`config.mk`:
```
export PLATFORM = sky130hd
export DESIGN_NAME = gain_select_top
export DESIGN_NICKNAME = d
export VERILOG_FILES = /design/src/gain_select_pkg.sv /design/src/gain_mode_decode.sv /design/src/gain_select_fifo.sv /design/src/baseline_encoder.sv /design/src/gain_select_top.sv
export SDC_FILE = /design/constraint.sdc
export NUM_CORES = 1
export LEC_CHECK = 0
export ABC_AREA = 1
export BUFFER_PORTS_ARGS = -buffer_cell sky130_fd_sc_hd__buf_4
export CAP_MARGIN = 20
export CORE_ASPECT_RATIO = 1.4
export CORE_MARGIN = 8
export CORE_UTILIZATION = 50
export CTS_BUF_LIST = sky130_fd_sc_hd__clkbuf_4 sky130_fd_sc_hd__clkbuf_8
export CTS_CLUSTER_SIZE = 24
export DETAILED_ROUTE_END_ITERATION = 10
export PLACE_DENSITY_LB_ADDON = 0.15
export SYNTH_ARGS = -nofsm -noshare
export SYNTH_HDL_FRONTEND = slang
export SYNTH_SLANG_ARGS = --single-unit
```
`constraint.sdc`:
```
create_clock -name CLK -period 7.1 [get_ports CLK]
set_input_delay 1.065 -clock CLK [delete_from_list [all_inputs] [get_ports CLK]]
set_output_delay 1.065 -clock CLK [all_outputs]
set_load 0.05 [all_outputs]
```
`src/gain_select_pkg.sv`:
```
// ************************************************************
// Shared definitions for the gain-selection front end
// Mode encodings, FIFO geometry, pointer offsets and the
// 13-bit output word, referenced by scoped names only
// ************************************************************

`default_nettype none

package gain_select_pkg;

	// Gain selection mode
	typedef enum logic [1:0] {
		MODE_AUTO8     = 2'b00,
		MODE_AUTO16    = 2'b01,
		MODE_FORCE_G10 = 2'b10,
		MODE_FORCE_G1  = 2'b11
	} gain_mode_t;

	// Sample width and circular buffer geometry
	localparam int DATA_W_DEF = 12;
	localparam int FIFO_DEPTH = 8;
	localparam int PTR_W      = 3;

	// Offsets behind the write slot, modulo FIFO_DEPTH
	localparam logic [PTR_W-1:0] RD_LAG     = 3'd6;
	localparam logic [PTR_W-1:0] REF_LAG_8  = 3'd3;
	localparam logic [PTR_W-1:0] REF_LAG_16 = 3'd1;

	// Selection window lengths
	localparam int WIN_SHORT = 8;
	localparam int WIN_LONG  = 16;

	// Output word split for the baseline test
	localparam int BASE_W = 6;
	localparam int HEAD_W = DATA_W_DEF + 1 - BASE_W;

	// Gain bit on top, 1 means x1
	typedef struct packed {
		logic                  g1;
		logic [DATA_W_DEF-1:0] sample;
	} enc_smp_t;

	typedef struct packed {
		logic [HEAD_W-1:0] head;
		logic [BASE_W-1:0] base;
	} enc_base_t;

	// Same 13 bits, seen as sample or as baseline candidate
	typedef union packed {
		enc_smp_t  smp;
		enc_base_t bl;
	} enc_word_u;

endpackage

`default_nettype wire

```
`src/gain_mode_decode.sv`:
```
// ************************************************************
// Mode and threshold decoder
// Registers the gain mode and the shifted saturation value,
// then hands one-hot control levels to the sample buffer
// and the encoder, one edge after any input change
// ************************************************************

`timescale 1ns/1ps
`default_nettype none

module gain_mode_decode #(
	parameter int DATA_W = 12
) (
	input  wire                         CLK,
	input  wire                         rst_b,
	input  gain_select_pkg::gain_mode_t gain_mode,
	input  wire [DATA_W-1:0]            sat_value,
	input  wire [1:0]                   sat_shift,
	output gain_select_pkg::gain_mode_t mode_q,
	output logic                        win_long,
	output logic                        force_g1,
	output logic                        force_g10,
	output logic                        wide_head,
	output logic [DATA_W-1:0]           sat_thresh
);

	// ************************************************************
	// Registered mode and threshold
	// ************************************************************

	always_ff @(posedge CLK) begin
		if (!rst_b) begin
			mode_q <= gain_select_pkg::MODE_AUTO8;
			// Highest threshold so nothing saturates out of reset
			sat_thresh <= '1;
		end else begin
			mode_q <= gain_mode;
			sat_thresh <= sat_value >> sat_shift;
		end
	end

	// ************************************************************
	// Control levels from the registered mode
	// ************************************************************

	// Long window only in AUTO16
	assign win_long = (mode_q == gain_select_pkg::MODE_AUTO16);

	// Forced gains bypass the look-ahead test
	assign force_g1 = (mode_q == gain_select_pkg::MODE_FORCE_G1);
	assign force_g10 = (mode_q == gain_select_pkg::MODE_FORCE_G10);

	// Automatic modes keep the gain bit in the baseline head
	assign wide_head = ~mode_q[1];

	// Buffer must never see both forcing levels at once
	a_force_onehot: assert property (
		@(posedge CLK) disable iff (!rst_b)
		!(force_g1 && force_g10)
	);

endmodule

`default_nettype wire

```
`src/gain_select_fifo.sv`:
```
// ************************************************************
// Gain-selection buffer
// Two circular sample buffers share one write pointer; the
// read slot trails it, a look-ahead slot on the x10 path is
// tested against the threshold and the result feeds the
// short or long selection window that picks x1 or x10
// ************************************************************

`timescale 1ns/1ps
`default_nettype none

module gain_select_fifo #(
	parameter int DATA_W = 12
) (
	input  wire                         CLK,
	input  wire                         rst_b,
	input  wire [DATA_W-1:0]            sample_g1,
	input  wire [DATA_W-1:0]            sample_g10,
	input  gain_select_pkg::gain_mode_t mode_q,
	input  wire                         win_long,
	input  wire                         force_g1,
	input  wire                         force_g10,
	input  wire [DATA_W-1:0]            sat_thresh,
	output logic [DATA_W-1:0]           sel_sample,
	output logic                        sel_g1
);

	localparam int PTR_W = gain_select_pkg::PTR_W;

	// Sample storage
	logic [DATA_W-1:0] fifo_g1 [gain_select_pkg::FIFO_DEPTH];
	logic [DATA_W-1:0] fifo_g10 [gain_select_pkg::FIFO_DEPTH];

	logic [PTR_W-1:0] wr_ptr;
	logic [PTR_W-1:0] rd_ptr;
	logic [PTR_W-1:0] ref_ptr;

	logic [DATA_W-1:0] ref_g10;
	logic              ref_sat;

	// Selection windows, one per window length
	logic [gain_select_pkg::WIN_SHORT-1:0] win_short_q;
	logic [gain_select_pkg::WIN_LONG-1:0]  win_long_q;

	// ************************************************************
	// Write side
	// ************************************************************

	// Free running, one slot per cycle
	always_ff @(posedge CLK) begin
		if (!rst_b) begin
			wr_ptr <= '0;
		end else begin
			wr_ptr <= wr_ptr + 1'b1;
		end
	end

	always_ff @(posedge CLK) begin
		if (!rst_b) begin
			for (int i = 0; i < gain_select_pkg::FIFO_DEPTH; i++) begin
				fifo_g1[i] <= '0;
				fifo_g10[i] <= '0;
			end
		end else begin
			fifo_g1[wr_ptr] <= sample_g1;
			fifo_g10[wr_ptr] <= sample_g10;
		end
	end

	// ************************************************************
	// Read and look-ahead slots
	// ************************************************************

	// Oldest live sample, written RD_LAG edges ago
	assign rd_ptr = wr_ptr - gain_select_pkg::RD_LAG;

	// Look further ahead with the long window
	assign ref_ptr = win_long ? (wr_ptr - gain_select_pkg::REF_LAG_16)
	                          : (wr_ptr - gain_select_pkg::REF_LAG_8);

	assign ref_g10 = fifo_g10[ref_ptr];

	// Forcing overrides the threshold compare
	always_comb begin
		if (force_g1) begin
			ref_sat = 1'b1;
		end else if (force_g10) begin
			ref_sat = 1'b0;
		end else begin
			ref_sat = (ref_g10 >= sat_thresh);
		end
	end

	// ************************************************************
	// Selection windows
	// ************************************************************

	// Short window runs in AUTO8 and FORCE_G1
	always_ff @(posedge CLK) begin
		if (!rst_b || win_long || force_g10) begin
			win_short_q <= '0;
		end else begin
			win_short_q <= {win_short_q[gain_select_pkg::WIN_SHORT-2:0], ref_sat};
		end
	end

	// Long window runs in AUTO16 only
	always_ff @(posedge CLK) begin
		if (!rst_b || !win_long) begin
			win_long_q <= '0;
		end else begin
			win_long_q <= {win_long_q[gain_select_pkg::WIN_LONG-2:0], ref_sat};
		end
	end

	// Any saturation in the window picks x1
	assign sel_g1 = (|win_short_q) || (|win_long_q);
	assign sel_sample = sel_g1 ? fifo_g1[rd_ptr] : fifo_g10[rd_ptr];

	// Window not selected by the decoded mode empties on the next edge
	a_short_idle: assert property (
		@(posedge CLK) disable iff (!rst_b)
		(mode_q inside {gain_select_pkg::MODE_AUTO16, gain_select_pkg::MODE_FORCE_G10})
		|=> (win_short_q == '0)
	);

	a_long_idle: assert property (
		@(posedge CLK) disable iff (!rst_b)
		(mode_q != gain_select_pkg::MODE_AUTO16) |=> (win_long_q == '0)
	);

	// Forced x10 long enough flushes both windows
	a_force_g10: assert property (
		@(posedge CLK) disable iff (!rst_b)
		force_g10 [*17] |-> !sel_g1
	);

endmodule

`default_nettype wire

```
`src/baseline_encoder.sv`:
```
// ************************************************************
// Output word and baseline encoder
// Packs gain bit and selected sample into the 13-bit word,
// tests the upper bits for a baseline sample and registers
// both, adding one edge to the data path
// ************************************************************

`timescale 1ns/1ps
`default_nettype none

module baseline_encoder #(
	parameter int DATA_W = 12
) (
	input  wire                        CLK,
	input  wire                        rst_b,
	input  wire [DATA_W-1:0]           sel_sample,
	input  wire                        sel_g1,
	input  wire                        wide_head,
	output gain_select_pkg::enc_word_u enc_word,
	output logic                       baseline_flag
);

	localparam int HEAD_W = gain_select_pkg::HEAD_W;

	gain_select_pkg::enc_word_u word_d;
	logic                       flag_d;

	// ************************************************************
	// Word assembly and baseline test
	// ************************************************************

	always_comb begin
		// Built through the sample view
		word_d.smp.g1 = sel_g1;
		word_d.smp.sample = sel_sample;

		// Tested through the baseline view
		if (wide_head) begin
			// Gain bit counts, so x1 words are never baseline
			flag_d = (word_d.bl.head == '0);
		end else begin
			// Forced modes ignore the gain bit
			flag_d = (word_d.bl.head[HEAD_W-2:0] == '0);
		end
	end

	// ************************************************************
	// Output registers
	// ************************************************************

	always_ff @(posedge CLK) begin
		if (!rst_b) begin
			enc_word <= '0;
			baseline_flag <= 1'b0;
		end else begin
			enc_word <= word_d;
			baseline_flag <= flag_d;
		end
	end

	// In automatic modes a baseline word always carries x10
	a_base_gain: assert property (
		@(posedge CLK) disable iff (!rst_b)
		(baseline_flag && $past(wide_head)) |-> (enc_word.smp.g1 == 1'b0)
	);

endmodule

`default_nettype wire

```
`src/gain_select_top.sv`:
```
// ************************************************************
// Gain-selection front end, top level
// Decoder, sample buffer and output encoder in a chain;
// one 13-bit word leaves every cycle, six edges after the
// samples that produced it were written
// ************************************************************

`timescale 1ns/1ps
`default_nettype none

module gain_select_top #(
	parameter int DATA_W = gain_select_pkg::DATA_W_DEF
) (
	input  wire                         CLK,
	input  wire                         rst_b,
	input  gain_select_pkg::gain_mode_t gain_mode,
	input  wire [DATA_W-1:0]            sample_g1,
	input  wire [DATA_W-1:0]            sample_g10,
	input  wire [DATA_W-1:0]            sat_value,
	input  wire [1:0]                   sat_shift,
	output logic [DATA_W:0]             enc_word,
	output logic                        baseline_flag
);

	// Decoder to buffer
	gain_select_pkg::gain_mode_t mode_q;
	logic                        win_long;
	logic                        force_g1;
	logic                        force_g10;
	logic [DATA_W-1:0]           sat_thresh;

	// Decoder to encoder
	logic wide_head;

	// Buffer to encoder
	logic [DATA_W-1:0] sel_sample;
	logic              sel_g1;

	gain_mode_decode #(.DATA_W(DATA_W)) u_decode (
		.CLK        (CLK),
		.rst_b      (rst_b),
		.gain_mode  (gain_mode),
		.sat_value  (sat_value),
		.sat_shift  (sat_shift),
		.mode_q     (mode_q),
		.win_long   (win_long),
		.force_g1   (force_g1),
		.force_g10  (force_g10),
		.wide_head  (wide_head),
		.sat_thresh (sat_thresh)
	);

	gain_select_fifo #(.DATA_W(DATA_W)) u_fifo (
		.CLK        (CLK),
		.rst_b      (rst_b),
		.sample_g1  (sample_g1),
		.sample_g10 (sample_g10),
		.mode_q     (mode_q),
		.win_long   (win_long),
		.force_g1   (force_g1),
		.force_g10  (force_g10),
		.sat_thresh (sat_thresh),
		.sel_sample (sel_sample),
		.sel_g1     (sel_g1)
	);

	// Union output lands on the plain word port
	baseline_encoder #(.DATA_W(DATA_W)) u_encoder (
		.CLK           (CLK),
		.rst_b         (rst_b),
		.sel_sample    (sel_sample),
		.sel_g1        (sel_g1),
		.wide_head     (wide_head),
		.enc_word      (enc_word),
		.baseline_flag (baseline_flag)
	);

endmodule

`default_nettype wire

```
==> impl_results.md <==
- Run status: completed
- Die Wd: 147 um
- Max clock buf depth: 3
- Syn_nets: 1,446
- Most frequent cell after synthesis: nand2_1
- H-tree depth: 2
- Register area share after synthesis: 57.6%
- Worst-Margin Slew: 1.07 ns
- Clk slew on worst S/H paths: 0.07 ns
- Final hold violation count: 0
- Initial DRC Count: 873
- Critical path required time: 7.56 ns
- Simple-gate share of the synthesized area: 25.9%
- Max-capacitance violation count: 0
- Num ports: 56
- Synth Flop Type: edfxtp_1
- Crit path max-delay cell type: dfxtp_4
- ANT cells: 0
- Synthesis-to-layout area growth: 11.8%
- Post-detailed-route count of antenna-violating nets: 0
- Core Util, Final: 56.2%
- Layout cells sized above 1: 11.1%
- # DRC: 0
- Ys async rst share: 0%
- DP HPWL: 19,200 um
- Core area: 23,700 sq um
- Yosys warnings: 0
- Synth top area cells: edfxtp_1 48%, nand2_1 12%, dfxtp_1 9.2%
- Final Cycle Share: 54.6%
- Fin crit period: 3.88 ns
- Routed length per instance: 17.8 um
- Post-synthesis compound-gate area fraction: 6.65%
- Multi-input logic area: 4170 sq um
- Initial antenna violation count: 0
- Global Route Usage Sum: 21.5%
- Total iterations of the first detailed-routing run: 5
- CTS resizes: 0
- Top cells by count, synth: 370 x nand2_1, 258 x nor2_1, 192 x edfxtp_1, 126 x nand3_1, 118 x inv_1
- Final TNS setup: 0 ns
- PnR worst setup slack: 3.22 ns
- # nets final: 1,482
- Die outline area: 29,100 sq um
- Worst-path cell chain: ha_1 > buf_4 > inv_1 > o211ai_1 > nand3_1 > o21ai_0 > ha_1 > nand2_1 > nor2_1 > and2_1 > nand2_1 > nand4_1 > nand2_1 > a21oi_1
- First-pass GRT wire length: 48,900 um
- Vias in the first global route: 9,043
- VDD IR-drop max: 157 uV
- Syn Inst Count: 1,386
- Setup Slack @ Placement: 3.31 ns
- Post-synth EDFFs: 192
- Post-synth top area cell: edfxtp_1
- Largest stage delay, worst path: 0.91 ns
- CTS tree: done
- Sequential cell area: 6870 sq um
- Clk root buf: clkbuf_8
- CP Launch Type: flop
- Row cnt: 67
- CP Capture Type: flop
- Yosys reg bits: 247
- CP most frequent cell: nand2_1
- Synth top area share: 48.3%
- Lkg Pwr: 5.83 nW
- Endpoints failing setup: 0
- Gpl congestion: 0.835
- Syn avg cell area: 8.60 sq um
- Slew HR: 28.7%
- Final Slew Violations: 0
- Pwr per Cell Area: 277 nW/um^2
- Clk sinks: 247
- Post-CTS setup buffers: 0
- Vias/cell: 5.32
- Hold WS: 0.422 ns
- DIE HEIGHT: 199 um
- Post-CTS Hold Fix Bufs: 0
- Final wirelength: 31,400 um
- Synth Area in XOR/XNOR: 0.283%
- Mux contribution to synthesized area: 0%
- Critical path peak fanout: 70
- Final Skew: 0.0215 ns
- Synth unique cells: 33
- Adder-cell share of the synthesized area: 1.89%
- Setup CP Type: flop to flop
- CTS buffer count: 39
- Largest family of logic cells by synthesized area: simple AND/OR/NAND/NOR gates
- Via Count: 9,377
- Crit path DAT: 4.34 ns
- Mapped Area: 11,900 sq um
- Skew-Pair Late Insertion Delay: 0.55 ns
- Worst min-delay path class: flop to flop
- Total grt overflow: 0
- Unrepaired setup endpoints after global routing: no
- Largest net degree at the start of global routing: 99
- FILL cells: 2,162
- Highest clock rate: 258 MHz
- IO buf count: 55
- Starting Density: 50.3%
metal layers:
layer	wire length, um	track usage (%)	up-vias
met5	0	0	-
met4	928	8.53	0
met3	1940	3.03	73
met2	15600	37.7	314
met1	12900	26.5	4409
li1	-	-	4581
registers in the layout (all words and copies together) (netlist names):
| name | flops |
|---|---|
| u_fifo.wr_ptr | 3 |
| u_fifo.win_short_q | 8 |
| u_fifo.fifo_g10 | 96 |
| u_decode.sat_thresh | 12 |
| u_encoder.baseline_flag | 1 |
| u_encoder.enc_word | 13 |
| u_fifo.win_long_q | 16 |
| u_fifo.fifo_g1 | 96 |
| u_decode.mode_q | 2 |
path summary, 6_finish.rpt:
kind / endpoint / start / cells past startpoint / slack [ns]
max reg2reg: u_fifo.win_short_q[0]$_SDFF_PP0_ / u_fifo.wr_ptr[0]$_SDFF_PN0_ / 14 / 3.22
min reg2reg: u_fifo.win_long_q[14]$_SDFF_PP0_ / u_fifo.win_long_q[13]$_SDFF_PP0_ / 2 / 0.42
max: u_fifo.win_short_q[0]$_SDFF_PP0_ / u_fifo.wr_ptr[0]$_SDFF_PN0_ / 14 / 3.22
min: u_fifo.win_long_q[14]$_SDFF_PP0_ / u_fifo.win_long_q[13]$_SDFF_PP0_ / 2 / 0.42
critical path, delay by kind of cell (launching register included):
family          cells  cell delay [ns]
compound gates      3             0.41
fa+ha+maj           2             0.70
buf+inv             2             0.97
flops               1             0.91
simple gates        7             0.74
cell type report:
cell class | count | area share, %
Timing Repair Buffer | 76 | 4.43
Sequential cell | 247 | 51.5
Tap cell | 310 | 2.91
Clock buffer | 55 | 5.02
Inverter | 124 | 3.51
Clock inverter | 16 | 1.34
Multi-Input combinational cell | 934 | 31.3
per-stage QoR:
stage	power [W]	area (sq um)	std cells
2_1_floorplan	0.00220	11900	1386
3_3_place_gp	0.00240	12500	1690
3_5_place_dp	0.00241	12500	1690
4_1_cts	0.00372	13300	1761
5_1_grt	0.00386	13300	1762
6_report	0.00369	13300	1762
layout by cell type (no fill, tap or decap), drive strengths merged, types with 4 or more instances in the layout:
master	count
inv	123
buf	76
a32o	6
edfxtp	192
clkbuf	55
o211ai	6
nand2	370
a21oi	73
o21ai	55
nor3	6
nor2	261
ha	18
dfxtp	55
clkinv	12
nand3	128
bufinv	4
where the power goes:
| group | switching [W] | internal [W] | leakage (nW) | total (W) |
|---|---|---|---|---|
| clock network | 0.000560 | 0.000758 | 0.445 | 0.00132 |
| logic | 0.000463 | 0.000201 | 2.92 | 0.000664 |
| registers | 0.0000477 | 0.00166 | 2.47 | 0.00171 |
| total | 0.00107 | 0.00262 | 5.83 | 0.00369 |
cells by family after synthesis:
group	count (synthesis)
compound gates	145
xor+xnor	3
fa+ha+maj	18
buf+inv	205
flops	247
simple gates	768
No activity file was read; power rests on OpenSTA's default activity.
